<file path="config.mk">
export PLATFORM = sky130hd
export DESIGN_NAME = aud_recorder_flat
export DESIGN_NICKNAME = d
export VERILOG_FILES = /design/src/hw/audio_pkg.sv /design/src/hw/mem_pkg.sv /design/src/hw/sample_if.sv /design/src/hw/aud_recorder.sv /design/src/flat_wrapper.sv
export SDC_FILE = /design/constraint.sdc
export NUM_CORES = 1
export LEC_CHECK = 0
export ABC_AREA = 1
export BUFFER_PORTS_ARGS = -buffer_cell sky130_fd_sc_hd__buf_2
export CAP_MARGIN = 30
export CORE_ASPECT_RATIO = 1.4
export CORE_MARGIN = 2
export CORE_UTILIZATION = 58
export CTS_BUF_LIST = sky130_fd_sc_hd__clkbuf_8
export DETAILED_ROUTE_END_ITERATION = 16
export PLACE_DENSITY = 0.85
export SYNTH_ARGS = -nofsm -noshare
export SYNTH_HDL_FRONTEND = slang
export SYNTH_SLANG_ARGS = --single-unit
</file>
<file path="constraint.sdc">
create_clock -name i_clk -period 2.4 [get_ports i_clk]
set_input_delay 0.24 -clock i_clk [delete_from_list [all_inputs] [get_ports i_clk]]
set_output_delay 0.24 -clock i_clk [all_outputs]
set_load 0.05 [all_outputs]
</file>
<file path="src/hw/audio_pkg.sv">
package audio_pkg;

    localparam int SAMPLE_BITS = 16;
    localparam int BIT_CNT_BITS = $clog2(SAMPLE_BITS) + 1;

    // Frame shape of the serial stream, in i_clk cycles.
    localparam int FRAME_CYCLES = 40;
    localparam int HALF_FRAME_CYCLES = FRAME_CYCLES / 2;

    typedef logic [SAMPLE_BITS-1:0] sample_t;
    typedef logic [BIT_CNT_BITS-1:0] bit_cnt_t;

    localparam bit_cnt_t LAST_BIT = bit_cnt_t'(SAMPLE_BITS - 1); // Index of the LSB slot.

    typedef enum logic [2:0] {
        R_IDLE,
        R_WAIT,
        R_REC,
        R_WRITE,
        R_PAUSE,
        R_FINISH
    } rec_state_t;

    typedef enum logic [2:0] {
        P_IDLE,
        P_FETCH,
        P_WAIT_LOW,
        P_SHIFT,
        P_DONE
    } play_state_t;

endpackage

</file>
<file path="src/hw/mem_pkg.sv">
package mem_pkg;

    // Number of sample slots; any power of two works.
    localparam int MEM_DEPTH = 1024;
    localparam int IDX_BITS = $clog2(MEM_DEPTH);

    // Wide enough for an external SRAM address bus.
    localparam int ADDR_BITS = 20;

    typedef logic [ADDR_BITS-1:0] addr_t;

    localparam addr_t LAST_ADDR = addr_t'(MEM_DEPTH - 1);

endpackage

</file>
<file path="src/hw/sample_if.sv">
`timescale 1ns/1ps

// Four-phase req/ack access to the sample store.
interface sample_if;

    logic               req;
    logic               ack;
    logic               we;
    mem_pkg::addr_t     addr;
    audio_pkg::sample_t wdata;
    audio_pkg::sample_t rdata;  // Valid while ack is high on a read.

    modport client (
        output req, we, addr, wdata,
        input  ack, rdata
    );

    modport store (
        input  req, we, addr, wdata,
        output ack, rdata
    );

endinterface

</file>
<file path="src/hw/aud_recorder.sv">
`timescale 1ns/1ps

module aud_recorder (
    input  logic           i_clk,
    input  logic           i_rst_n,
    input  logic           i_lrc,
    input  logic           i_start,
    input  logic           i_pause,
    input  logic           i_stop,
    input  logic           i_data,
    sample_if.client       mem,
    output mem_pkg::addr_t o_rec_len,
    output logic           o_recording
);

    audio_pkg::rec_state_t state_r, state_w;
    mem_pkg::addr_t        address_r, address_w;
    mem_pkg::addr_t        len_r, len_w;
    audio_pkg::sample_t    data_r, data_w;
    audio_pkg::bit_cnt_t   counter_r, counter_w;
    logic                  pause_r, pause_w;
    logic                  stop_r, stop_w;
    logic                  req_r, req_w;
    logic                  lrc_r;
    logic                  frame_start;

    assign frame_start = lrc_r && !i_lrc; // A frame opens when i_lrc drops.

    always_comb begin
        state_w   = state_r;
        address_w = address_r;
        len_w     = len_r;
        data_w    = data_r;
        counter_w = counter_r;
        pause_w   = pause_r;
        stop_w    = stop_r;
        req_w     = req_r;
        case (state_r)
            audio_pkg::R_IDLE: begin
                if (i_start) begin
                    address_w = '0;
                    len_w     = '0;
                    pause_w   = 1'b0;
                    stop_w    = 1'b0;
                    state_w   = audio_pkg::R_WAIT;
                end
            end
            audio_pkg::R_WAIT: begin
                if (i_stop) begin
                    state_w = audio_pkg::R_FINISH;
                end
                else if (i_pause) begin
                    pause_w = 1'b1;
                    state_w = audio_pkg::R_PAUSE;
                end
                else if (frame_start) begin
                    counter_w = '0;
                    state_w   = audio_pkg::R_REC;
                end
            end
            audio_pkg::R_REC: begin
                if (i_stop) begin
                    state_w = audio_pkg::R_FINISH; // The partial sample is dropped.
                end
                else begin
                    if (i_pause) begin
                        pause_w = !pause_r; // Takes effect once this sample is stored.
                    end
                    data_w    = {data_r[audio_pkg::SAMPLE_BITS-2:0], i_data};
                    counter_w = counter_r + 1'b1;
                    if (counter_r == audio_pkg::LAST_BIT) begin
                        req_w   = 1'b1;
                        state_w = audio_pkg::R_WRITE;
                    end
                end
            end
            audio_pkg::R_WRITE: begin
                if (i_stop) begin
                    stop_w = 1'b1;
                end
                if (i_pause) begin
                    pause_w = !pause_r;
                end
                // Hold req until ack, then wait for ack to clear.
                if (req_r && mem.ack) begin
                    req_w = 1'b0;
                end
                else if (!req_r && !mem.ack) begin
                    address_w = address_r + 1'b1;
                    if (stop_w || address_r == mem_pkg::LAST_ADDR) begin
                        state_w = audio_pkg::R_FINISH;
                    end
                    else if (pause_w) begin
                        state_w = audio_pkg::R_PAUSE;
                    end
                    else begin
                        state_w = audio_pkg::R_WAIT;
                    end
                end
            end
            audio_pkg::R_PAUSE: begin
                if (i_stop) begin
                    state_w = audio_pkg::R_FINISH;
                end
                else if (i_pause) begin
                    pause_w = 1'b0;
                    state_w = audio_pkg::R_WAIT;
                end
            end
            audio_pkg::R_FINISH: begin
                len_w   = address_r;
                state_w = audio_pkg::R_IDLE;
            end
            default: begin
                state_w = audio_pkg::R_IDLE;
            end
        endcase
    end

    always_ff @(posedge i_clk) begin
        if (i_rst_n) begin
            state_r   <= audio_pkg::R_IDLE;
            address_r <= '0;
            len_r     <= '0;
            counter_r <= '0;
            pause_r   <= 1'b0;
            stop_r    <= 1'b0;
            req_r     <= 1'b0;
            lrc_r     <= 1'b0;
        end
        else begin
            state_r   <= state_w;
            address_r <= address_w;
            len_r     <= len_w;
            counter_r <= counter_w;
            pause_r   <= pause_w;
            stop_r    <= stop_w;
            req_r     <= req_w;
            lrc_r     <= i_lrc;
        end
    end

    always_ff @(posedge i_clk) begin
        data_r <= data_w;
    end

    assign mem.req   = req_r;
    assign mem.we    = 1'b1;
    assign mem.addr  = address_r;
    assign mem.wdata = data_r;

    assign o_rec_len   = len_r;
    assign o_recording = (state_r != audio_pkg::R_IDLE) && (state_r != audio_pkg::R_FINISH);

endmodule

</file>
<file path="src/flat_wrapper.sv">
// flat-port wrapper written by rule: the top's interface ports become plain ports
module aud_recorder_flat 
  (i_clk, i_rst_n, i_lrc, i_start, i_pause, i_stop, i_data, o_rec_len, o_recording, mem_req, mem_we, mem_addr, mem_wdata, mem_ack, mem_rdata);
  sample_if mem_i ();
  input  logic i_clk;
  input  logic i_rst_n;
  input  logic i_lrc;
  input  logic i_start;
  input  logic i_pause;
  input  logic i_stop;
  input  logic i_data;
  output mem_pkg::addr_t o_rec_len;
  output logic o_recording;
  output wire logic [$bits(mem_i.req)-1:0] mem_req;
  output wire logic [$bits(mem_i.we)-1:0] mem_we;
  output wire logic [$bits(mem_i.addr)-1:0] mem_addr;
  output wire logic [$bits(mem_i.wdata)-1:0] mem_wdata;
  input wire logic [$bits(mem_i.ack)-1:0] mem_ack;
  input wire logic [$bits(mem_i.rdata)-1:0] mem_rdata;
  assign mem_req = mem_i.req;
  assign mem_we = mem_i.we;
  assign mem_addr = mem_i.addr;
  assign mem_wdata = mem_i.wdata;
  assign mem_i.ack = mem_ack;
  assign mem_i.rdata = mem_rdata;
  aud_recorder u_core (.i_clk(i_clk), .i_rst_n(i_rst_n), .i_lrc(i_lrc), .i_start(i_start), .i_pause(i_pause), .i_stop(i_stop), .i_data(i_data), .mem(mem_i), .o_rec_len(o_rec_len), .o_recording(o_recording));
endmodule
</file>
# == Word-level counts from Yosys, hierarchy flattened ==
# Index checks and enable logic that the tools add are counted.
# op_classes
addsub,2
n_eq_ne,23
muxes,39
bitwise,1
reduce_logical,24
# op_table
op,n
case mux 20 bit (2 select lines),2
2-to-1 mux 20 bit,3
2-to-1 mux 3 bit,12
"adder 20 x 1 -> 20 bit, second input constant",1
"equality test 20 x 10 -> 1 bit, second input constant",1
2-to-1 mux 5 bit,4
"!= test 2 bit, second input constant",8
case mux 3 bit (5 select lines),1
2-to-1 mux 1 bit,13
case mux 5 bit (2 select lines),1
"!= test 2 x 1 -> 1 bit, second input constant",4
AND reduction 4 bit,2
nonzero test 2 bit,4
AND reduction 7 bit,1
"equality test 3 x 2 -> 1 bit, second input constant",2
"equality test 3 bit, second input constant",2
"!= test 3 bit, second input constant",2
AND reduction 2 bit,3
AND reduction 6 bit,1
"adder 5 x 1 -> 5 bit, second input constant",1
"equality test 5 x 4 -> 1 bit, second input constant",1
case mux 1 bit (5 select lines),1
AND reduction 5 bit,1
nonzero test 5 bit,1
10 further kinds,17
# totals
regBits,68
in_bits,24

# == Depth between registers and ports, before layout ==
# Gate-level depths: netlist of the first run.
# depth
word_depth,8
depth_mapped,12
mapped_depth_nobuf,12

# == Worst setup path before layout of the first run ==
# No wires, ideal clock.
# synth_path
path_kind,register -> register
startpoint,register u_core.address_r[0] (netlist: u_core.mem.addr[0])
endpoint,register u_core.address_r[14] (netlist: u_core.mem.addr[14])
setup_ps,116
arrival_time_ps,1799
required_time_ps,2284
path_slack_ps,485
path_stages_with_launch,9
cell_sequence,dfxtp_1 ha_1 nand3_1 nor2_4 nand2_1 nor2_8 nand3_1 o21ai_0 nor2_1
# synth_between
elab_chain_cells,4
# synth_rtl
element,line,rtl
from (decl),aud_recorder.sv:17,"mem_pkg::addr_t address_r, address_w;"
from (signal assigned),aud_recorder.sv:133,address_r <= address_w;
adder 20 x 1 -> 20 bit,aud_recorder.sv:89,address_w = address_r + 1'b1;
2-to-1 mux 20 bit,aud_recorder.sv:88,else if (!req_r && !mem.ack) begin
2-to-1 mux 20 bit,aud_recorder.sv:85,if (req_r && mem.ack) begin
case mux 20 bit (2 select lines),aud_recorder.sv:38,case (state_r)
# No other way between the ends. The select of a mux whose other input is x is not followed.
# A chain may end at the register's enable or synchronous reset.

# == Worst setup path after layout of the first run ==
# layout_path
startpoint,register u_core.state_r[0]
endpoint,register u_core.len_r[19] (netlist: u_core.o_rec_len[19])
# layout_between
elab_chain_cells,3
# layout_rtl
element,line,rtl
from (decl),aud_recorder.sv:16,"audio_pkg::rec_state_t state_r, state_w;"
from (signal assigned),aud_recorder.sv:122,state_r <= audio_pkg::R_IDLE;
from (signal assigned),aud_recorder.sv:132,state_r <= state_w;
equality test 3 bit or zero test 3 bit (tied branches),aud_recorder.sv:38,
nonzero test 2 bit (no line) or != test 2 bit (tied branches),-,
AND reduction 2 bit (no line),-,
to (signal assigned),aud_recorder.sv:134,len_r <= len_w;
to (decl),aud_recorder.sv:18,"mem_pkg::addr_t len_r, len_w;"
# Several ways; a longest one is shown, not always the timed one.

==> results of run 1 <==
[worst max-delay path, delay by kind of cell (launching register included)]
kind / cells / cell delay [ns]
and+or+nand+nor: 3 / 0.82
buffers and inverters: 1 / 0.49
DFF: 1 / 0.47
AOI/OAI and AO/OA: 1 / 0.08
[metal layers]
metal | vias up | part of all wire | wire length [um]
met5 | - | 0 | 0
li1 | 1412 | - | -
met4 | 0 | 0.020 | 138
met2 | 82 | 0.53 | 3600
met3 | 12 | 0.047 | 321
met1 | 1304 | 0.40 | 2730
[final timing paths]
| kind | cells past startpoint | to | slack (ns) | start |
|---|---|---|---|---|
| worst max-delay path | 5 | u_core.o_rec_len[19] | 0.41 | u_core.state_r[0] |
| worst min-delay path | 1 | u_core.mem.wdata[0] | 0.07 | i_data |
| worst max register to register | 5 | u_core.o_rec_len[19] | 0.41 | u_core.state_r[0] |
| worst min register to register | 0 | u_core.mem.wdata[9] | 0.45 | u_core.mem.wdata[8] |
[cell type report]
type | instances | share of cell area
inverter | 41 | 0.0454
clock buffer | 9 | 0.0338
tap | 66 | 0.0225
timing repair buffer | 67 | 0.0928
clock inverter | 7 | 0.0184
sequential | 68 | 0.415
multi-input combinational | 268 | 0.372
[cells in the mapped netlist (6+ instances only)]
| cell | instances | area share |
|---|---|---|
| dfxtp_1 | 52 | 0.34 |
| o21ai_0 | 14 | 0.023 |
| edfxtp_1 | 16 | 0.15 |
| nand3_1 | 33 | 0.053 |
| nor3_1 | 9 | 0.015 |
| nand4_1 | 6 | 0.012 |
| nor2_1 | 50 | 0.060 |
| nand2_1 | 84 | 0.10 |
| clkbuf_1 | 9 | 0.011 |
| a21oi_1 | 36 | 0.058 |
| inv_1 | 35 | 0.042 |
[stage by stage]
stage	power [uW]	utilization	setup WS, ns
final	2450	0.711	0.411
after global placement	1560	0.674	0.455
after global routing	2550	0.711	0.224
after CTS	2470	0.711	0.379
after floorplan	1500	-	0.485
after detailed placement	1570	0.674	0.419
[state kept, by name, indices dropped and copies added, names as in the netlist]
name              cells
u_core.pause_r        1
u_core.mem.addr      20
u_core.stop_r         1
u_core.mem.req        1
u_core.mem.wdata     16
u_core.lrc_r          1
u_core.o_rec_len     20
u_core.state_r        3
u_core.counter_r      5
[logic make-up (layout without fill, tap and decap cells)]
group,after synthesis,after routing,share of synthesized area
xor gates and xnor gates,3,3,0.00847
adders and majority gates,3,3,0.0121
buffers and inverters,52,124,0.0694
other,1,1,0.00121
AOI/OAI and AO/OA,61,61,0.109
and+or+nand+nor,200,200,0.309
DFF,68,68,0.490
[report_power, final]
part           switching (uW)  leakage (uW)  internal [uW]  total (uW)
combinational             250      0.000969           88.0         338
clock                     431     0.0000968            475         906
sequential               21.8      0.000564           1190        1210
==> flow_metrics.tcl, run 1 <==
set metrics [dict create \
    status "complete, no violations" \
    grt_pass1_wl_mm 11.4 \
    cts_hold_buf 0 \
    maxCapViolCount 0 \
    die_w_um 65.8 \
    power.density_nw_per_um2 669 \
    max_freq_mhz 503 \
    placedCellCount 510 \
    numCtsBuffers 9 \
    layout_commonest_cell "nand2_1" \
    grt_pass1_vias 2651 \
    die_y_um 90.5 \
    antenna_found_initial 0 \
    finalNetCount 482 \
    vias_per_cell 5.34 \
    synth_cells 388 \
    fin_crit_sh 0.829 \
    crit_type "reg -> reg" \
    worstPathCellList "nand2_1 > nor2_1 > inv_1 > nand3_1 > a21oi_1" \
    cp_slowest_cell "inv_1" \
    synth_flop_cell "dfxtp_1" \
    clk_latency_ns 0.34 \
    synth_area_sq_um 3100 \
    synth-edff-count 16 \
    overflow 0 \
    worst_pin_slew_ns 0.646 \
    endpoint_kind "flip-flop" \
    cts_resized 0 \
    grt_use_met3 0.0461 \
    syn_avg_cell_area_sq_um 8.00 \
    vias 2810 \
    drv_slew 0 \
    core-area_sq_um 5160 \
    cts.sinks 68 \
    h-tree-depth 3 \
    n_fill_cell 404 \
    hpwl_mm 5.01 \
    synth.yosys.seq_area_share 0.490 \
    ys_types 40 \
    numPortBuffers 65 \
    ys_warn_count 0 \
    post_cts_buffers 0 \
    worstSetupStartpointType "flip-flop" \
    track_usage 0.247 \
    grt_setup_unrepaired "false" \
    post_route_cells_drive_above_1_share 0.233 \
    clockBufferDepth 2 \
    met1_usage 0.264 \
    holdWs_ns 0.0708 \
    fin_worst_skew_ns 0.00833 \
    synth_fp_nets 415 \
    fin_crit_ns 1.99 \
    routabilityCongestion 0.881 \
    pin_count 83 \
    route.antenna.remaining_nets 0 \
    worstPathArrival_ns 2.21 \
    seq_area_sq_um 1520 \
    design_area_sq_um 3670 \
    hold_viol 0 \
    cts_tree "yes" \
    grt_max_degree 30 \
    crit_fanout 20 \
    clk_pin_slew_ns 0.08 \
    layout_common_cells "nand2_1, buf_2, dfxtp_1" \
    start_util 0.602 \
    num_rows 31 \
    cp_slowest_stage_delay_ns 0.49 \
    grt_use_met2 0.448 \
    multi_input_comb_area_sq_um 1370 \
    synth-async-reset-ratio 0 \
    syn2layout_area_growth_pct 18.2 \
    relSlewSlack 0.569 \
    synth_seq_cells 68 \
    leakage_uw 0.00163 \
    instances_no_fill 526 \
    drc 0 \
    ir_drop_uv 528 \
    grt_busiest_layer "met2" \
    hold_path.class "in -> reg" \
    drt_pass1_iterations 5 \
    setup_viol 0 \
    die_area_sq_um 5960 \
    wl_per_cell_um 12.9 \
    drtIter0Drc 182 \
    placed_area_sq_um 3480 \
    routed_wl_mm 6.79 \
    cts-root-buf "clkbuf_8" \
    diodes 0 \
    fin_tns_setup_ns 0 \
    required_ns 2.62 \
]
Note: power is estimated with default switching activity, not from simulation.
==> run 2, diff against run 1 <==
--- a/config.mk
+++ b/config.mk
@@ -10,10 +10,10 @@
 export CAP_MARGIN = 30
 export CORE_ASPECT_RATIO = 1.4
 export CORE_MARGIN = 2
-export CORE_UTILIZATION = 58
+export CORE_UTILIZATION = 49
 export CTS_BUF_LIST = sky130_fd_sc_hd__clkbuf_8
 export DETAILED_ROUTE_END_ITERATION = 16
-export PLACE_DENSITY = 0.85
+export PLACE_DENSITY = 0.76
 export SYNTH_ARGS = -nofsm -noshare
 export SYNTH_HDL_FRONTEND = slang
 export SYNTH_SLANG_ARGS = --single-unit
==> constraint.sdc (replaced) <==
create_clock -name i_clk -period 1.6 [get_ports i_clk]
set_input_delay 0.16 -clock i_clk [delete_from_list [all_inputs] [get_ports i_clk]]
set_output_delay 0.16 -clock i_clk [all_outputs]
set_load 0.05 [all_outputs]
==> run 2 against run 1 <==
Net effect: critical path depth up 5; sequential share of layout area down 2.2 points; power up 55%; clock power grew 56%; hold slack got worse by 0.042 ns; core utilization down 7.3 points; worst setup slack worse by 0.35 ns; critical endpoint is now u_core.mem.addr[14].
==> flow_metrics.tcl, run 2 (synthesis gave the netlist of run 1 again) <==
set metrics [dict create \
    status "complete, no violations" \
    min_from "i_lrc" \
    clk_pin_slew_ns 0.07 \
    sw_frac_of_total 0.292 \
    design_area_sq_um 3940 \
    worstPathArrival_ns 1.79 \
    routabilityCongestion 0.915 \
    track_usage 0.208 \
    clkPwrFrac 0.369 \
    grt_max_degree 30 \
    grt_setup_unrepaired "true" \
    route.antenna.remaining_nets 0 \
    fin_tns_setup_ns 0 \
    hpwl_mm 5.21 \
    relSlewSlack 0.599 \
    cp_slowest_cell "dfxtp_4" \
    diodes 0 \
    pin_count 83 \
    crit_buf_inv 1 \
    routed_wl_mm 7.15 \
    required_ns 1.85 \
    cts_tree "yes" \
    final_util 0.638 \
    drt_pass1_iterations 7 \
    leakage_uw 0.00175 \
    p_switching_uw 1110 \
    n_fill_cell 528 \
    core-area_sq_um 6170 \
    die_w_um 71.3 \
    antenna_found_initial 0 \
    post_route_cells_drive_above_1_share 0.319 \
    crit_type "reg -> reg" \
    setup_viol 0 \
    r2r-start "u_core.state_r[0]" \
    r2r_slack_ns 0.06 \
    syn2layout_area_growth_pct 26.8 \
    die_y_um 98.2 \
    fin_worst_skew_ns 0.00534 \
    seq_power_share 0.476 \
    vias 2855 \
    finalNetCount 501 \
    numPortBuffers 65 \
    reg2reg_depth 10 \
    cts.sinks 68 \
    h-tree-depth 3 \
    drv_slew 0 \
    vias_per_cell 5.18 \
    clk_latency_ns 0.35 \
    cpMostUsedCell "nand2_4" \
    cts-root-buf "clkbuf_8" \
    crit_fanout 7 \
    fin_crit_ns 1.54 \
    min_path_cells 3 \
    start_util 0.503 \
    overflow 0 \
    placedCellCount 528 \
    ir_drop_uv 662 \
    worstSetupStartpointType "flip-flop" \
    layout_commonest_cell "nand2_1" \
    instances_no_fill 551 \
    min_to "u_core.lrc_r" \
    num_rows 34 \
    numCtsBuffers 9 \
    hold_path.class "in -> reg" \
    max_freq_mhz 650 \
    drc 0 \
    drtIter0Drc 183 \
    clockBufferDepth 2 \
    maxCapViolCount 0 \
    fin_crit_sh 0.961 \
    worst_pin_slew_ns 0.600 \
    die_area_sq_um 6990 \
    endpoint_kind "flip-flop" \
    power_frac_comb 0.155 \
    grt_pass1_wl_mm 11.4 \
    p_int_uw 2700 \
    worstPathCellList "inv_6 > nand2_2 > nor2_4 > nand2_4 > nand2_4 > nand2_8 > nor2_8 > nand3_1 > o21ai_1 > nor2_1" \
    wl_per_cell_um 13.0 \
    timing.rr.end "u_core.mem.addr[14]" \
    cp_slowest_stage_delay_ns 0.37 \
    layout_common_cells "nand2_1, buf_2, nor2_1" \
    power.density_nw_per_um2 968 \
    hold_viol 0 \
    cp_top_family "simple AND/OR/NAND/NOR gates" \
    placed_area_sq_um 3600 \
    grt_pass1_vias 2589 \
]
==> run 2: per-stage QoR <==
stage	power, uW	setup WS, ns	hold WS, ns
floorplan	2260	0.0104	0.259
finish	3810	0.0618	0.0284
global placement	2370	0.0599	0.338
detailed placement	2390	0.0105	0.339
CTS	3800	0.0142	0.0204
global route	3980	-0.0364	0.0465
==> run 2: worst max path at each step <==
stage,start,to,slack [ns],depth (start not counted)
2_1_floorplan,u_core.mem.addr[5],u_core.mem.addr[14],0.01,9
6_report,u_core.state_r[0],u_core.mem.addr[14],0.06,10
3_3_place_gp,u_core.state_r[0],u_core.counter_r[3],0.06,6
3_5_place_dp,u_core.state_r[0],u_core.counter_r[2],0.01,6
5_1_grt,u_core.state_r[1],u_core.mem.addr[18],-0.04,11
4_1_cts,u_core.mem.addr[0],u_core.mem.addr[14],0.01,8
==> run 2: area by class of cell <==
type,instances,area [sq um],area share
sequential,68,1550,0.393
multi-input combinational,268,1420,0.362
timing repair buffer,86,508,0.129
inverter,41,169,0.0429
clock buffer,9,124,0.0315
tap,72,90.1,0.0229
clock inverter,7,75.1,0.0191
==> run 2: timing repair <==
item | 4_1_cts | 5_1_grt
hold buffers | 1 | 0
setup buffers | 1 | 5
setup endpoints to repair | 1 | 17
pin swaps | 0 | 6
gates resized for setup | 6 | 22
hold endpoints to repair | 1 | 0
==> run 2: worst min-delay path: stages <==
cell and delay [ns]:
buf_2 0.11, inv_1 0.04, nor2_1 0.03
==> run 2: metal layers <==
| layer | global-route usage | wire [um] | part of all wire |
|---|---|---|---|
| met1 | 0.221 | 2710 | 0.38 |
| met2 | 0.366 | 3810 | 0.53 |
| met3 | 0.0650 | 451 | 0.063 |
| met4 | 0.100 | 177 | 0.025 |
| met5 | 0 | 0 | 0 |
==> run 2: power by group through the flow <==
stage	clock, uW	combinational (uW)	sequential, uW
after floorplan	0	392	1860
after global placement	0	528	1850
after detailed placement	0	537	1850
after CTS	1430	553	1810
after global routing	1530	638	1820
final	1410	591	1810
