### config.mk
export PLATFORM = sky130hd
export DESIGN_NAME = aud_player_flat
export DESIGN_NICKNAME = d
export VERILOG_FILES = /design/src/hw/audio_pkg.sv /design/src/hw/mem_pkg.sv /design/src/hw/sample_if.sv /design/src/hw/aud_player.sv /design/src/flat_wrapper.sv
export SDC_FILE = /design/constraint.sdc
export NUM_CORES = 1
export LEC_CHECK = 0
export BUFFER_PORTS_ARGS = -buffer_cell sky130_fd_sc_hd__buf_2
export CAP_MARGIN = 20
export CORE_UTILIZATION = 54
export DETAILED_ROUTE_END_ITERATION = 12
export PLACE_DENSITY = 0.85
export SLEW_MARGIN = 20
export SYNTH_ARGS = -nofsm -noshare
export SYNTH_HDL_FRONTEND = slang
export SYNTH_SLANG_ARGS = --single-unit
### constraint.sdc
create_clock -name i_clk -period 2.8 [get_ports i_clk]
set_clock_uncertainty 0.05 [all_clocks]
set_input_delay 0.14 -clock i_clk [delete_from_list [all_inputs] [get_ports i_clk]]
set_output_delay 0.14 -clock i_clk [all_outputs]
set_load 0.005 [all_outputs]
### src/hw/audio_pkg.sv
package audio_pkg;

    localparam int SAMPLE_BITS = 16;
    localparam int BIT_CNT_BITS = $clog2(SAMPLE_BITS) + 1;

    // Frame shape of the serial stream, in i_clk cycles.
    localparam int FRAME_CYCLES = 40;
    localparam int HALF_FRAME_CYCLES = FRAME_CYCLES / 2;

    typedef logic [SAMPLE_BITS-1:0] sample_t;
    typedef logic [BIT_CNT_BITS-1:0] bit_cnt_t;

    localparam bit_cnt_t LAST_BIT = bit_cnt_t'(SAMPLE_BITS - 1); // Index of the LSB slot.

    typedef enum logic [2:0] {
        R_IDLE,
        R_WAIT,
        R_REC,
        R_WRITE,
        R_PAUSE,
        R_FINISH
    } rec_state_t;

    typedef enum logic [2:0] {
        P_IDLE,
        P_FETCH,
        P_WAIT_LOW,
        P_SHIFT,
        P_DONE
    } play_state_t;

endpackage

### src/hw/mem_pkg.sv
package mem_pkg;

    // Number of sample slots; any power of two works.
    localparam int MEM_DEPTH = 1024;
    localparam int IDX_BITS = $clog2(MEM_DEPTH);

    // Wide enough for an external SRAM address bus.
    localparam int ADDR_BITS = 20;

    typedef logic [ADDR_BITS-1:0] addr_t;

    localparam addr_t LAST_ADDR = addr_t'(MEM_DEPTH - 1);

endpackage

### src/hw/sample_if.sv
`timescale 1ns/1ps

// Four-phase req/ack access to the sample store.
interface sample_if;

    logic               req;
    logic               ack;
    logic               we;
    mem_pkg::addr_t     addr;
    audio_pkg::sample_t wdata;
    audio_pkg::sample_t rdata;  // Valid while ack is high on a read.

    modport client (
        output req, we, addr, wdata,
        input  ack, rdata
    );

    modport store (
        input  req, we, addr, wdata,
        output ack, rdata
    );

endinterface

### src/hw/aud_player.sv
`timescale 1ns/1ps

module aud_player (
    input  logic           i_clk,
    input  logic           i_rst_n,
    input  logic           i_lrc,
    input  logic           i_start,
    input  logic           i_stop,
    input  mem_pkg::addr_t i_len,
    sample_if.client       mem,
    output logic           o_dac_data,
    output logic           o_playing
);

    audio_pkg::play_state_t state_r, state_w;
    mem_pkg::addr_t         address_r, address_w;
    audio_pkg::sample_t     shift_r, shift_w;
    audio_pkg::bit_cnt_t    counter_r, counter_w;
    logic                   stop_r, stop_w;
    logic                   req_r, req_w;
    logic                   dac_r, dac_w;
    logic                   lrc_r;
    logic                   frame_start;

    assign frame_start = lrc_r && !i_lrc;

    always_comb begin
        state_w   = state_r;
        address_w = address_r;
        shift_w   = shift_r;
        counter_w = counter_r;
        stop_w    = stop_r;
        req_w     = req_r;
        dac_w     = dac_r;
        case (state_r)
            audio_pkg::P_IDLE: begin
                if (i_start) begin
                    address_w = '0;
                    counter_w = '0;
                    stop_w    = 1'b0;
                    if (i_len == '0) begin
                        state_w = audio_pkg::P_DONE;
                    end
                    else begin
                        req_w   = 1'b1;
                        state_w = audio_pkg::P_FETCH;
                    end
                end
            end
            audio_pkg::P_FETCH: begin
                // A stop here waits for the open handshake to close.
                if (i_stop) begin
                    stop_w = 1'b1;
                end
                if (req_r && mem.ack) begin
                    shift_w = mem.rdata;
                    req_w   = 1'b0;
                end
                else if (!req_r && !mem.ack) begin
                    state_w = stop_w ? audio_pkg::P_DONE : audio_pkg::P_WAIT_LOW;
                end
            end
            audio_pkg::P_WAIT_LOW: begin
                if (i_stop) begin
                    state_w = audio_pkg::P_DONE;
                end
                else if (frame_start) begin
                    dac_w     = shift_r[audio_pkg::SAMPLE_BITS-1]; // MSB leads the frame.
                    shift_w   = {shift_r[audio_pkg::SAMPLE_BITS-2:0], 1'b0};
                    counter_w = '0;
                    state_w   = audio_pkg::P_SHIFT;
                end
            end
            audio_pkg::P_SHIFT: begin
                if (i_stop) begin
                    dac_w   = 1'b0;
                    state_w = audio_pkg::P_DONE;
                end
                else if (counter_r != audio_pkg::LAST_BIT) begin
                    dac_w     = shift_r[audio_pkg::SAMPLE_BITS-1];
                    shift_w   = {shift_r[audio_pkg::SAMPLE_BITS-2:0], 1'b0};
                    counter_w = counter_r + 1'b1;
                end
                else begin
                    dac_w = 1'b0;
                    if (i_lrc) begin
                        // Next fetch runs in the high half.
                        address_w = address_r + 1'b1;
                        if (address_w == i_len) begin
                            state_w = audio_pkg::P_DONE;
                        end
                        else begin
                            req_w   = 1'b1;
                            state_w = audio_pkg::P_FETCH;
                        end
                    end
                end
            end
            audio_pkg::P_DONE: begin
                dac_w   = 1'b0;
                state_w = audio_pkg::P_IDLE;
            end
            default: begin
                state_w = audio_pkg::P_IDLE;
            end
        endcase
    end

    always_ff @(posedge i_clk) begin
        if (i_rst_n) begin
            state_r   <= audio_pkg::P_IDLE;
            address_r <= '0;
            counter_r <= '0;
            stop_r    <= 1'b0;
            req_r     <= 1'b0;
            dac_r     <= 1'b0;
            lrc_r     <= 1'b0;
        end
        else begin
            state_r   <= state_w;
            address_r <= address_w;
            counter_r <= counter_w;
            stop_r    <= stop_w;
            req_r     <= req_w;
            dac_r     <= dac_w;
            lrc_r     <= i_lrc;
        end
    end

    always_ff @(posedge i_clk) begin
        shift_r <= shift_w;
    end

    assign mem.req   = req_r;
    assign mem.we    = 1'b0;
    assign mem.addr  = address_r;
    assign mem.wdata = '0;

    assign o_dac_data = dac_r;
    assign o_playing  = (state_r != audio_pkg::P_IDLE) && (state_r != audio_pkg::P_DONE);

endmodule

### src/flat_wrapper.sv
// flat-port wrapper written by rule: the top's interface ports become plain ports
module aud_player_flat 
  (i_clk, i_rst_n, i_lrc, i_start, i_stop, i_len, o_dac_data, o_playing, mem_req, mem_we, mem_addr, mem_wdata, mem_ack, mem_rdata);
  sample_if mem_i ();
  input  logic i_clk;
  input  logic i_rst_n;
  input  logic i_lrc;
  input  logic i_start;
  input  logic i_stop;
  input  mem_pkg::addr_t i_len;
  output logic o_dac_data;
  output logic o_playing;
  output wire logic [$bits(mem_i.req)-1:0] mem_req;
  output wire logic [$bits(mem_i.we)-1:0] mem_we;
  output wire logic [$bits(mem_i.addr)-1:0] mem_addr;
  output wire logic [$bits(mem_i.wdata)-1:0] mem_wdata;
  input wire logic [$bits(mem_i.ack)-1:0] mem_ack;
  input wire logic [$bits(mem_i.rdata)-1:0] mem_rdata;
  assign mem_req = mem_i.req;
  assign mem_we = mem_i.we;
  assign mem_addr = mem_i.addr;
  assign mem_wdata = mem_i.wdata;
  assign mem_i.ack = mem_ack;
  assign mem_i.rdata = mem_rdata;
  aud_player u_core (.i_clk(i_clk), .i_rst_n(i_rst_n), .i_lrc(i_lrc), .i_start(i_start), .i_stop(i_stop), .i_len(i_len), .mem(mem_i), .o_dac_data(o_dac_data), .o_playing(o_playing));
endmodule
# Yosys cells after proc, flatten, opt, wreduce, memory -nomap -nowiden

Cells that the tools add are included.

Bits of input ports: 42
Logic and storage cells: 101
Output and inout port bits: 40
Register bits: 48

Equality and inequality tests: 22
Add/sub/neg operators: 2
Reductions and logical operators: 23
Mux-type cells: 46

Operators with widths:

| cell                    | count |
|---|---|
| $mux W16                | 5 |
| $mux W20                | 4 |
| $pmux W16 S3            | 1 |
| $pmux W20 S2            | 1 |
| $mux W3                 | 11 |
| $mux W5                 | 5 |
| $add A20 B1 Y20 const B | 1 |
| $eq A20 B20 Y1          | 1 |
| $logic_not A20 Y1       | 1 |
| $reduce_and A6 Y1       | 3 |
| $ne A2 B2 Y1 const B    | 8 |
| $pmux W5 S3             | 1 |
| $reduce_bool A3 Y1      | 5 |
| $mux W1                 | 14 |
| $pmux W3 S4             | 1 |
| $ne A3 B3 Y1 const B    | 3 |
| $ne A2 B1 Y1 const B    | 4 |
| $reduce_and A8 Y1       | 1 |
| $eq A3 B2 Y1 const B    | 2 |
| $pmux W1 S3             | 2 |
| $add A5 B1 Y5 const B   | 1 |
| $ne A5 B4 Y1 const B    | 1 |
| $reduce_and A5 Y1       | 1 |
| $logic_and A1 B1 Y1     | 4 |
| 9 further kinds         | 12 |

# Depth between registers and ports, before layout

Gate-level depths: netlist of the first run.

Depth after elaboration: 7
Mapped depth: 10
Mapped depth without buffers: 9

# Worst setup path after synthesis of the first run

Ideal clock, no wire load.

Kind: register to register
Start point: register u_core.counter_r[0]
End point: register u_core.shift_r[0], enable pin
Buffers on the path: 0
Arrival: 1.885 ns
Stages on the path, launching flop included: 7
Slack: 0.471 ns
Data required time: 2.356 ns
Library setup time: 0.394 ns
Clock period less this slack: 2.329 ns
Cell sequence: dfxtp_1 ha_1 and3_1 ha_1 nand2_1 o21ai_0 a21oi_1

Word-level cells in the longest chain between the ends: 3

Ends and longest elaborated chain:

| what                        | line              | RTL |
|---|---|---|
| from (decl)                 | aud_player.sv:18  | `audio_pkg::bit_cnt_t counter_r, counter_w;` |
| from (signal assigned)      | aud_player.sv:122 | `counter_r <= counter_w;` |
| $ne A5 B4 Y1                | aud_player.sv:79  | `else if (counter_r != audio_pkg::LAST_BIT) begin` |
| $ne A2 B1 Y1 (no line)      | --                |  |
| $reduce_and A6 Y1 (no line) | --                |  |
| to (signal assigned)        | aud_player.sv:131 | `shift_r <= shift_w;` |
| to (decl)                   | aud_player.sv:17  | `audio_pkg::sample_t shift_r, shift_w;` |

No other way between the ends.
A chain may end at the register's enable or synchronous reset.

# Final worst setup path of the first run

Start point: register u_core.counter_r[0]
End point: register u_core.address_r[13] (netlist: u_core.mem.addr[13])

Word-level cells in the longest chain between the ends: 3

Ends and longest elaborated chain:

| what                        | line              | RTL |
|---|---|---|
| $ne A5 B4 Y1                | aud_player.sv:79  |  |
| $ne A2 B2 Y1 (no line)      | --                |  |
| $reduce_and A5 Y1 (no line) | --                |  |
| to (signal assigned)        | aud_player.sv:121 | `address_r <= address_w;` |
| to (decl)                   | aud_player.sv:16  | `mem_pkg::addr_t address_r, address_w;` |

No other way between the ends.

==> results of run 1 <==
==> synth_stat cells (12+ instances only) <==
cell type / count / area [µm²]
dfxtp_1: 32 / 641
o21ai_0: 24 / 120
a21oi_1: 32 / 160
clkbuf_1: 17 / 63.8
nand3_1: 13 / 65.1
buf_4: 18 / 135
nor2_1: 38 / 143
edfxtp_1: 16 / 480
nand2_1: 65 / 244
xnor2_1: 14 / 123
xor2_1: 12 / 105
==> worst reg2reg max path, cell delays in order, from the launching register on <==
cell     delay, ps
dfxtp_1        390
ha_1           200
and3_1         180
ha_1           220
nand2_1         90
or4_1          640
or4_1          590
a21oi_1        170
==> cells by family after synthesis <==
kind of cell	after synthesis
buffers and inverters	55
multiplexers	2
flip-flops	48
other	1
XOR/XNOR	26
adder cells (fa/ha/maj)	3
AO/OA/AOI/OAI	95
AND/OR/NAND/NOR	201
==> power by group <==
group | switching, mW | internal, mW
combinational | 0.287 | 0.183
sequential | 0.0663 | 0.824
clock | 0.248 | 0.269
total | 0.602 | 1.28
==> sequential cells by signal, summed over array words and instances (netlist names) <==
signal	count
u_core.lrc_r	1
u_core.o_dac_data	1
u_core.stop_r	1
u_core.state_r	3
u_core.shift_r	16
u_core.mem.addr	20
u_core.mem.req	1
u_core.counter_r	5
==> metrics by stage <==
step,instance area [µm²],total power [mW],cells,worst slack [ps],util [%]
6_report,3820,1.88,563,208,64.1
2_1_floorplan,3420,1.20,447,471,-
3_5_place_dp,3690,1.36,555,251,61.9
5_1_grt,3820,1.98,563,21.9,64.1
3_3_place_gp,3690,1.34,555,338,61.9
4_1_cts,3800,1.87,563,236,63.9
==> worst paths after layout <==
| kind | from | end | slack [ps] | cells past startpoint |
|---|---|---|---|---|
| hold reg to reg | u_core.counter_r[3]$_SDFFE_PP0P_ | u_core.counter_r[3]$_SDFFE_PP0P_ | 450 | 2 |
| hold / removal | mem_rdata[0] | u_core.shift_r[0]$_SDFFCE_PN0P_ | 50 | 2 |
| setup reg to reg | u_core.counter_r[0]$_SDFFE_PP0P_ | u_core.mem.addr[13]$_SDFFE_PP0P_ | 210 | 7 |
| setup / recovery | u_core.counter_r[0]$_SDFFE_PP0P_ | u_core.mem.addr[13]$_SDFFE_PP0P_ | 210 | 7 |
==> routing by layer <==
layer / vias to the layer above / track usage, % / share of wire [%]
li1: 1638 / - / -
met1: 1582 / 37.6 / 43
met2: 186 / 45.5 / 47
met3: 19 / 3.60 / 8.3
met4: 0 / 9.46 / 1.8
met5: - / 0 / 0
==> final cells by class <==
| cell class | count | area (µm²) |
|---|---|---|
| fill | 502 | 2140 |
| multi-input combinational | 344 | 2030 |
| sequential | 48 | 1120 |
| timing repair buffer | 77 | 418 |
| tap | 75 | 93.8 |
| clock buffer | 5 | 68.8 |
| clock inverter | 3 | 47.5 |
| inverter | 11 | 41.3 |
==> tab_implementation.tex, run 1 <==
\begin{tabular}{lr}
\hline
Metric & Value \\
\hline
\multicolumn{2}{l}{\textbf{Synthesis}} \\
Synth Instances & between 400 and 500 \\
Predominant post-synthesis flop cell & dfxtp\_1 \\
Mean instance size in the synthesized netlist & a little under 8 µm² \\
Flops \& latches, synth & 48 \\
Share of flip-flops with an asynchronous set or reset after synthesis & 0\% \\
Post-synthesis compound-gate area fraction & 18.0\% \\
Yosys warning count & 0 \\
Register area share after synthesis & approximately a third \\
Cell area after synthesis & $\sim$3400 µm² \\
Simple-gate area share of the yosys netlist & between 30\% and 40\% \\
Proportion of synthesized area in mux cells & 0.596\% \\
Combinational family with the most area after synthesis & simple AND/OR/NAND/NOR gates \\
Arithmetic-cell share of the synthesized area counting full adders, half adders and majority gates & approximately 1.1\% \\
Number of synthesized flops with an enable pin & 16 \\
Post-synthesis cell type count & between 60 and 70 \\
Post-synthesis share of cell area spent on xor and xnor gates & 6.78\% \\
\multicolumn{2}{l}{\textbf{Worst setup path}} \\
Crit path largest cell delay & between 600 and 700 ps \\
Critical Path AT & between 2000 and 3000 ps \\
Critical Path End Type & flop \\
Library cell contributing the largest single delay on the critical path & or4\_1 \\
Combined buffer and inverter count along the critical path & 0 \\
Largest driver fanout on the critical path & 12 \\
Largest delay share family, worst path & simple AND/OR/NAND/NOR gates \\
Cell Chain, Critical Path & ha\_1 -> and3\_1 -> ha\_1 -> nand2\_1 -> or4\_1 -> or4\_1 -> a21oi\_1 \\
Critical path startpoint category & flop \\
Required time of the worst setup path & roughly 3000 ps \\
Setup CP Type & reg -> reg \\
\multicolumn{2}{l}{\textbf{Floorplanning}} \\
Height of the chip & about 81 µm \\
Chip width & just over 80 µm \\
I/O Pins & 82 \\
Cell Rows & 28 \\
Die outline area & 6540 µm² \\
Effective utilization at floorplan & a little under three fifths \\
Core ar. & approximately 6000 µm² \\
\multicolumn{2}{l}{\textbf{Finish}} \\
Fraction of final layout cells with drive strength greater than 1 & between 20\% and 30\% \\
P\&R area growth vs syn & 13.6\% \\
Number of nets at the end of the flow & around 530 \\
Commonest cells after routing, fill and taps aside & 65 x nand2\_1, 64 x buf\_2, 38 x nor2\_1 \\
Diode insertion count for antenna repair & 0 \\
Leading cell type in the layout, fill and taps excluded & nand2\_1 \\
\multicolumn{2}{l}{\textbf{Timing}} \\
Total negative slack for setup checks & 0 ps \\
Number of slew-limit violations in the final report & 0 \\
Post-Route Hold Slack & $\sim$51 ps \\
Setup repair after global routing missed its margin & false \\
Hold Vio Cnt, Final & 0 \\
Upper clock frequency limit & approximately 0.39 GHz \\
Relative slew margins & between 50 and 60\% \\
Final critical-path share of the clock period & 92.6\% \\
Slew @ Worst Pin & between 700 and 800 ps \\
Period minus WS final & between 2000 and 3000 ps \\
Final setup fails & 0 \\
\multicolumn{2}{l}{\textbf{Clock tree}} \\
Buffer levels on the longest clock path & 2 \\
Number of buffers added by the clock tree synthesis step & 5 \\
Post-CTS Setup Inserts & 0 \\
Hold bufs inserted after CTS & 0 \\
Cell at the root of the clock tree & clkbuf\_8 \\
TritonCTS clock tree & built \\
Clock latency at the later pin of the worst-skew pair & 310 ps \\
Clock transition at path regs & approximately 100 ps \\
Sinks on Clock Net & between 40 and 50 \\
Resized cells post-CTS & 0 \\
Number of H-tree branching levels & 2 \\
\multicolumn{2}{l}{\textbf{Global route}} \\
Largest net degree at the start of global routing & 34 \\
Vias in the first global route & between 3000 and 4000 \\
Congestion Overflow GR & 0 \\
Total Routing Usage GR & about 28\% \\
Antenna violations before repair & 0 \\
Wire length of the first global-routing pass & between 10 and 15 mm \\
\multicolumn{2}{l}{\textbf{Power and ir drop}} \\
P\_leak & roughly 1.6 nW \\
Power density normalized to cell area & a little under 500 nW/µm² \\
Largest voltage drop on the vdd net & around 0.32 mV \\
\multicolumn{2}{l}{\textbf{Routing}} \\
Routed wirelength normalized by instance count & 15.7 µm \\
Post-route DRC & 0 \\
Total routed wirelength & 8.82 mm \\
Number of nets with antenna violations after routing & 0 \\
Routed via count divided by cell count & between 6 and 7 \\
Vias & roughly 3400 \\
TritonRoute pass-1 iters & 5 \\
First-iteration detailed-routing DRC count & roughly 320 \\
\multicolumn{2}{l}{\textbf{Job}} \\
Max-cap violation count & 0 \\
\multicolumn{2}{l}{\textbf{Place}} \\
Final estimated routing congestion in global placement & between 0.9 and 1 \\
Half-perimeter wire length after detailed placement & $\sim$6.3 mm \\
Count of buffers from port buffering & 64 \\
\multicolumn{2}{l}{\textbf{Outcome}} \\
Outcome & finished, final reports clean \\
\multicolumn{2}{l}{\textbf{Hold path}} \\
Worst hold-check path type & in -> reg \\
\hline
\end{tabular}
Power figures use the tool's default switching activity.
==> inputs of run 2 (changes only) <==
--- a/config.mk
+++ b/config.mk
@@ -9,6 +9,7 @@
 export CAP_MARGIN = 20
 export CORE_UTILIZATION = 54
 export DETAILED_ROUTE_END_ITERATION = 12
+export GPL_TIMING_DRIVEN = 0
 export PLACE_DENSITY = 0.85
 export SLEW_MARGIN = 20
 export SYNTH_ARGS = -nofsm -noshare
==> tab_implementation.tex, run 2 (synthesis results as in run 1) <==
\begin{tabular}{lr}
\hline
Metric & Value \\
\hline
\multicolumn{2}{l}{\textbf{Worst setup path}} \\
Combined buffer and inverter count along the critical path & 1 (+1) \\
Cell Chain, Critical Path & ha\_1 -> and3\_1 -> ha\_2 -> nand2\_1 -> or4\_1 -> buf\_2 -> or4b\_1 -> a21oi\_1 \\
Setup CP Type & reg -> reg \\
Critical path startpoint category & flop \\
Largest driver fanout on the critical path & 10 (-2) \\
Critical Path AT & 2850 ps (+70 ps) \\
Launch point of the critical path & u\_core.counter\_r[0]\$\_SDFFE\_PP0P\_ \\
Crit path largest cell delay & 520 ps (-120 ps) \\
Critical Path End Type & flop \\
Required time of the worst setup path & 2980 ps (about the same) \\
Library cell contributing the largest single delay on the critical path & or4b\_1 \\
Largest delay share family, worst path & simple AND/OR/NAND/NOR gates \\
Worst reg2reg startpoint & u\_core.counter\_r[0]\$\_SDFFE\_PP0P\_ \\
\multicolumn{2}{l}{\textbf{Timing}} \\
Upper clock frequency limit & 0.376 GHz (-2.7\%) \\
Hold Vio Cnt, Final & 0 (unchanged) \\
Period minus WS final & 2660 ps (+71.3 ps) \\
Final critical-path setup slack & 137 ps (-71.3 ps) \\
Slew @ Worst Pin & 877 ps (+173 ps) \\
Final setup fails & 0 (unchanged) \\
Number of slew-limit violations in the final report & 0 (unchanged) \\
Total negative slack for setup checks & 0 ps (unchanged) \\
Final critical-path share of the clock period & 95.1\% (+2.5 points) \\
Relative slew margins & 41.5\% (-11 points) \\
\multicolumn{2}{l}{\textbf{Routing}} \\
Vias & 3587 (+4.7\%) \\
First-iteration detailed-routing DRC count & 373 (+15\%) \\
Total routed wirelength & 9.06 mm (+2.8\%) \\
Routed wirelength normalized by instance count & 15.2 µm (-2.7\%) \\
Post-route DRC & 0 (unchanged) \\
Routed via count divided by cell count & 6.03 (-0.90\%) \\
Number of nets with antenna violations after routing & 0 (unchanged) \\
TritonRoute pass-1 iters & 5 (unchanged) \\
\multicolumn{2}{l}{\textbf{Finish}} \\
Max reg flops & 20 (unchanged) \\
Number of nets at the end of the flow & 564 (+6.0\%) \\
P\&R area growth vs syn & 18.6\% \\
Diode insertion count for antenna repair & 0 (unchanged) \\
Leading cell type in the layout, fill and taps excluded & buf\_2 \\
Commonest cells after routing, fill and taps aside & 70 x buf\_2, 65 x nand2\_1, 37 x nor2\_1 \\
Fraction of final layout cells with drive strength greater than 1 & 22.7\% (+2.4 points) \\
Count of non-filler cells in the finished layout & 595 (+5.7\%) \\
\multicolumn{2}{l}{\textbf{Place}} \\
Count of buffers from port buffering & 63 (-1.6\%) \\
Final estimated routing congestion in global placement & 0.940 (-1.7\%) \\
Half-perimeter wire length after detailed placement & 6.54 mm (+3.5\%) \\
Pre-CTS worst setup slack & 78.2 ps (-173 ps) \\
Placed Instances & 585 (+5.4\%) \\
\multicolumn{2}{l}{\textbf{Clock tree}} \\
Cell at the root of the clock tree & clkbuf\_8 \\
Number of H-tree branching levels & 2 (unchanged) \\
Clock latency at the later pin of the worst-skew pair & 320 ps (about the same) \\
Clock transition at path regs & 100 ps (about the same) \\
Sinks on Clock Net & 48 (unchanged) \\
Hold bufs inserted after CTS & 0 (unchanged) \\
Buffer levels on the longest clock path & 2 (unchanged) \\
TritonCTS clock tree & built \\
Number of buffers added by the clock tree synthesis step & 5 (unchanged) \\
\multicolumn{2}{l}{\textbf{Global route}} \\
Total Routing Usage GR & 27.7\% (-0.19 points) \\
Antenna violations before repair & 0 (unchanged) \\
Wire length of the first global-routing pass & 13.9 mm (-2.3\%) \\
Vias in the first global route & 2992 (-1.5\%) \\
Largest net degree at the start of global routing & 17 (-50\%) \\
Congestion Overflow GR & 0 (unchanged) \\
\multicolumn{2}{l}{\textbf{Floorplanning}} \\
Core ar. & 5960 µm² (unchanged) \\
Effective utilization at floorplan & 56.4\% (unchanged) \\
Die outline area & 6540 µm² (unchanged) \\
Cell Rows & 28 (unchanged) \\
I/O Pins & 82 (unchanged) \\
Chip width & 80.9 µm (unchanged) \\
Height of the chip & 80.9 µm (unchanged) \\
\multicolumn{2}{l}{\textbf{Power and ir drop}} \\
Power density normalized to cell area & 478 nW/µm² (-2.8\%) \\
Largest voltage drop on the vdd net & 0.340 mV (+5.0\%) \\
P\_leak & 1.66 nW (+6.4\%) \\
Post-route total power & 1.91 mW (+1.5\%) \\
\multicolumn{2}{l}{\textbf{Hold path}} \\
Critical hold path startpoint & mem\_rdata[15] \\
Worst hold-check path type & in -> reg \\
\multicolumn{2}{l}{\textbf{Job}} \\
Max-cap violation count & 0 (unchanged) \\
\multicolumn{2}{l}{\textbf{Outcome}} \\
Outcome & finished, final reports clean \\
\hline
\end{tabular}
[run 2: cell type report]
cell class                 instances  area (µm²)
sequential                        48        1120
clock buffer                       5        68.8
fill                             536        1970
timing repair buffer              65         330
clock inverter                     3        46.3
tap                               75        93.8
inverter                          11        41.3
buffer                            44         244
multi-input combinational        344        2040
[run 2: timing repair]
item,CTS,global route
gates resized for setup,0,4
endpoints found under the setup margin,0,11
setup buffers,0,2
[run 2: metal layers]
layer | share of wire [%] | GRT usage [%] | vias to the layer above
li1 | - | - | 1705
met1 | 41 | 37.2 | 1620
met2 | 45 | 43.4 | 232
met3 | 11 | 6.63 | 30
met4 | 2.6 | 8.93 | 0
met5 | 0 | 0 | -
[run 2: final timing paths]
check | depth (start not counted) | slack, ps | endpoint
worst max register to register | 8 | 140 | u_core.mem.addr[3]$_SDFFE_PP0P_
worst min register to register | 2 | 460 | u_core.counter_r[2]$_SDFFE_PP0P_
worst min-delay path | 3 | 30 | u_core.shift_r[15]$_DFFE_PP_
worst max-delay path | 8 | 140 | u_core.mem.addr[3]$_SDFFE_PP0P_
[run 2: per-stage QoR]
stage          util (%)  hold WS, ps  area, µm²
2_1_floorplan         -          166       3420
4_1_cts            66.3         30.7       3950
3_5_place_dp       64.3          362       3830
3_3_place_gp       64.3          357       3830
6_report           66.9         35.0       3990
5_1_grt            66.9         33.7       3990
[run 2: where the power goes]
part,switching (mW),internal (mW)
combinational,0.325,0.177
sequential,0.0390,0.825
clock,0.269,0.269
[run 2: tightest hold or removal path, delay by kind of cell]
kind	cells	cell delay, ps
buffers and inverters	1	80
AND/OR/NAND/NOR	2	90
==> inputs of run 3 (changes only) <==
--- a/config.mk
+++ b/config.mk
@@ -7,10 +7,12 @@
 export LEC_CHECK = 0
 export BUFFER_PORTS_ARGS = -buffer_cell sky130_fd_sc_hd__buf_2
 export CAP_MARGIN = 20
-export CORE_UTILIZATION = 54
+export CELL_PAD_IN_SITES_DETAIL_PLACEMENT = 1
+export CELL_PAD_IN_SITES_GLOBAL_PLACEMENT = 1
+export CORE_UTILIZATION = 39
 export DETAILED_ROUTE_END_ITERATION = 12
 export GPL_TIMING_DRIVEN = 0
-export PLACE_DENSITY = 0.85
+export PLACE_DENSITY = 0.84
 export SLEW_MARGIN = 20
 export SYNTH_ARGS = -nofsm -noshare
 export SYNTH_HDL_FRONTEND = slang
==> tab_implementation.tex, run 3 (synthesis results as in run 1) <==
\begin{tabular}{lr}
\hline
Metric & Value \\
\hline
\multicolumn{2}{l}{\textbf{Outcome}} \\
Outcome & finished, final reports clean \\
\multicolumn{2}{l}{\textbf{Worst setup path}} \\
Critical Path AT & 2810 ps (-40 ps) \\
Cell Chain, Critical Path & ha\_1 -> and3\_1 -> ha\_2 -> nand2\_1 -> or4\_4 -> clkbuf\_4 -> or4\_1 -> a21oi\_1 \\
Crit path largest cell delay & 520 ps (about the same) \\
Combined buffer and inverter count along the critical path & 1 (unchanged) \\
Launch point of the critical path & u\_core.counter\_r[1]\$\_SDFFE\_PP0P\_ \\
Largest delay share family, worst path & simple AND/OR/NAND/NOR gates \\
Required time of the worst setup path & 3000 ps (+20 ps) \\
Largest driver fanout on the critical path & 10 (unchanged) \\
Worst reg2reg startpoint & u\_core.counter\_r[1]\$\_SDFFE\_PP0P\_ \\
Library cell contributing the largest single delay on the critical path & or4\_1 \\
Flop2flop setup slack & 190 ps (+50 ps) \\
Critical path startpoint category & flop \\
Setup CP Type & reg -> reg \\
Critical Path End Type & flop \\
\multicolumn{2}{l}{\textbf{Timing}} \\
Relative slew margins & 35.7\% (-5.8 points) \\
Post-Route Hold Slack & 40.2 ps (+5.26 ps) \\
Setup repair after global routing missed its margin & false \\
Final setup fails & 0 (unchanged) \\
Hold Vio Cnt, Final & 0 (unchanged) \\
Upper clock frequency limit & 0.383 GHz (+2.0\%) \\
Final critical-path share of the clock period & 93.3\% (-1.8 points) \\
Slew @ Worst Pin & 952 ps (+74.9 ps) \\
Period minus WS final & 2610 ps (-51.1 ps) \\
Total negative slack for setup checks & 0 ps (unchanged) \\
Number of slew-limit violations in the final report & 0 (unchanged) \\
\multicolumn{2}{l}{\textbf{Routing}} \\
Number of nets with antenna violations after routing & 0 (unchanged) \\
Routed via count divided by cell count & 5.63 (-6.6\%) \\
First-iteration detailed-routing DRC count & 239 (-36\%) \\
Total routed wirelength & 10.7 mm (+18\%) \\
TritonRoute pass-1 iters & 4 (-1) \\
Post-route DRC & 0 (unchanged) \\
Routed wirelength normalized by instance count & 17.2 µm (+13\%) \\
Vias & 3512 (-2.1\%) \\
\multicolumn{2}{l}{\textbf{Power and ir drop}} \\
P\_leak & 1.66 nW (about the same) \\
Largest voltage drop on the vdd net & 0.234 mV (-31\%) \\
Power density normalized to cell area & 482 nW/µm² (+0.79\%) \\
Post-route total power & 1.94 mW (+1.8\%) \\
\multicolumn{2}{l}{\textbf{Finish}} \\
Number of nets at the end of the flow & 563 (-0.18\%) \\
Commonest cells after routing, fill and taps aside & 69 x buf\_2, 65 x nand2\_1, 37 x nor2\_1 \\
Max reg flops & 20 (unchanged) \\
Diode insertion count for antenna repair & 0 (unchanged) \\
Count of non-filler cells in the finished layout & 624 (+4.9\%) \\
Fraction of final layout cells with drive strength greater than 1 & 22.9\% (+0.24 points) \\
Leading cell type in the layout, fill and taps excluded & buf\_2 \\
P\&R area growth vs syn & 19.9\% \\
Final instance area & 4030 µm² (+1.0\%) \\
\multicolumn{2}{l}{\textbf{Global route}} \\
Total Routing Usage GR & 24.8\% (-2.9 points) \\
Largest net degree at the start of global routing & 17 (unchanged) \\
Congestion Overflow GR & 0 (unchanged) \\
Antenna violations before repair & 0 (unchanged) \\
Wire length of the first global-routing pass & 17.0 mm (+22\%) \\
Vias in the first global route & 3437 (+15\%) \\
\multicolumn{2}{l}{\textbf{Floorplanning}} \\
Effective utilization at floorplan & 40.7\% (-16 points) \\
Core ar. & 8260 µm² (+39\%) \\
Height of the chip & 94.8 µm (+17\%) \\
Chip width & 94.8 µm (+17\%) \\
Die outline area & 8990 µm² (+37\%) \\
I/O Pins & 82 (unchanged) \\
Cell Rows & 33 (+18\%) \\
\multicolumn{2}{l}{\textbf{Place}} \\
Total placed instance area & 3880 µm² (+1.3\%) \\
Half-perimeter wire length after detailed placement & 7.99 mm (+22\%) \\
Count of buffers from port buffering & 63 (unchanged) \\
Final estimated routing congestion in global placement & 0.940 (about the same) \\
Placed Instances & 616 (+5.3\%) \\
\multicolumn{2}{l}{\textbf{Clock tree}} \\
Clock transition at path regs & 110 ps (about the same) \\
Clock latency at the later pin of the worst-skew pair & 320 ps (about the same) \\
Post-CTS Setup Inserts & 0 (unchanged) \\
Buffer levels on the longest clock path & 2 (unchanged) \\
Sinks on Clock Net & 48 (unchanged) \\
Cell at the root of the clock tree & clkbuf\_8 \\
Number of buffers added by the clock tree synthesis step & 5 (unchanged) \\
Hold bufs inserted after CTS & 0 (unchanged) \\
Number of H-tree branching levels & 2 (unchanged) \\
TritonCTS clock tree & built \\
\multicolumn{2}{l}{\textbf{Hold path}} \\
Worst hold-check path type & in -> reg \\
Critical hold path startpoint & mem\_rdata[3] \\
\multicolumn{2}{l}{\textbf{Job}} \\
Max-cap violation count & 0 (unchanged) \\
\hline
\end{tabular}
run 3: timing repair:
| action | in CTS | in global routing |
|---|---|---|
| gates resized for setup | 2 | 5 |
| endpoints found under the setup margin | 5 | 9 |
| gates cloned | 0 | 0 |
run 3: worst paths after layout:
| check | cells past startpoint | end |
|---|---|---|
| worst max-delay path | 8 | u_core.mem.addr[17]$_SDFFE_PP0P_ |
| worst min-delay path | 3 | u_core.shift_r[3]$_DFFE_PP_ |
| worst max register to register | 8 | u_core.mem.addr[17]$_SDFFE_PP0P_ |
| worst min register to register | 2 | u_core.counter_r[3]$_SDFFE_PP0P_ |
run 3: worst min-delay path, delay by kind of cell:
kind | cells | cell delay (ps)
buffers and inverters | 1 | 70
and+or+nand+nor | 2 | 90
run 3: per-layer routing:
layer / track usage [%] / part of all wire (%) / up-vias
met2: 43.4 / 49 / 125
met5: 0 / 0 / -
met1: 31.1 / 43 / 1678
met3: 3.30 / 6.4 / 13
met4: 8.08 / 1.6 / 0
li1: - / - / 1696
run 3: area by class of cell:
| type | instances | area [µm²] |
|---|---|---|
| Sequential cell | 48 | 1120 |
| Timing Repair Buffer | 64 | 327 |
| Inverter | 11 | 41.3 |
| Multi-Input combinational cell | 344 | 2040 |
| Buffer | 44 | 246 |
| Fill cell | 1082 | 4230 |
| Clock buffer | 5 | 68.8 |
| Tap cell | 105 | 131 |
| Clock inverter | 3 | 46.3 |
run 3: power breakdown:
group	switching (mW)	internal [mW]	leakage (nW)	total (mW)
combinational	0.340	0.189	1.20	0.528
clock	0.277	0.270	0.0548	0.547
sequential	0.0420	0.824	0.407	0.866
total	0.659	1.28	1.66	1.94
run 3: per-stage QoR:
stage | util [%] | worst slack [ps]
2_1_floorplan | - | 471
3_3_place_gp | 46.8 | 45.5
3_5_place_dp | 47.0 | -14.6
4_1_cts | 48.5 | 54.9
5_1_grt | 48.8 | 3.33
6_report | 48.8 | 188
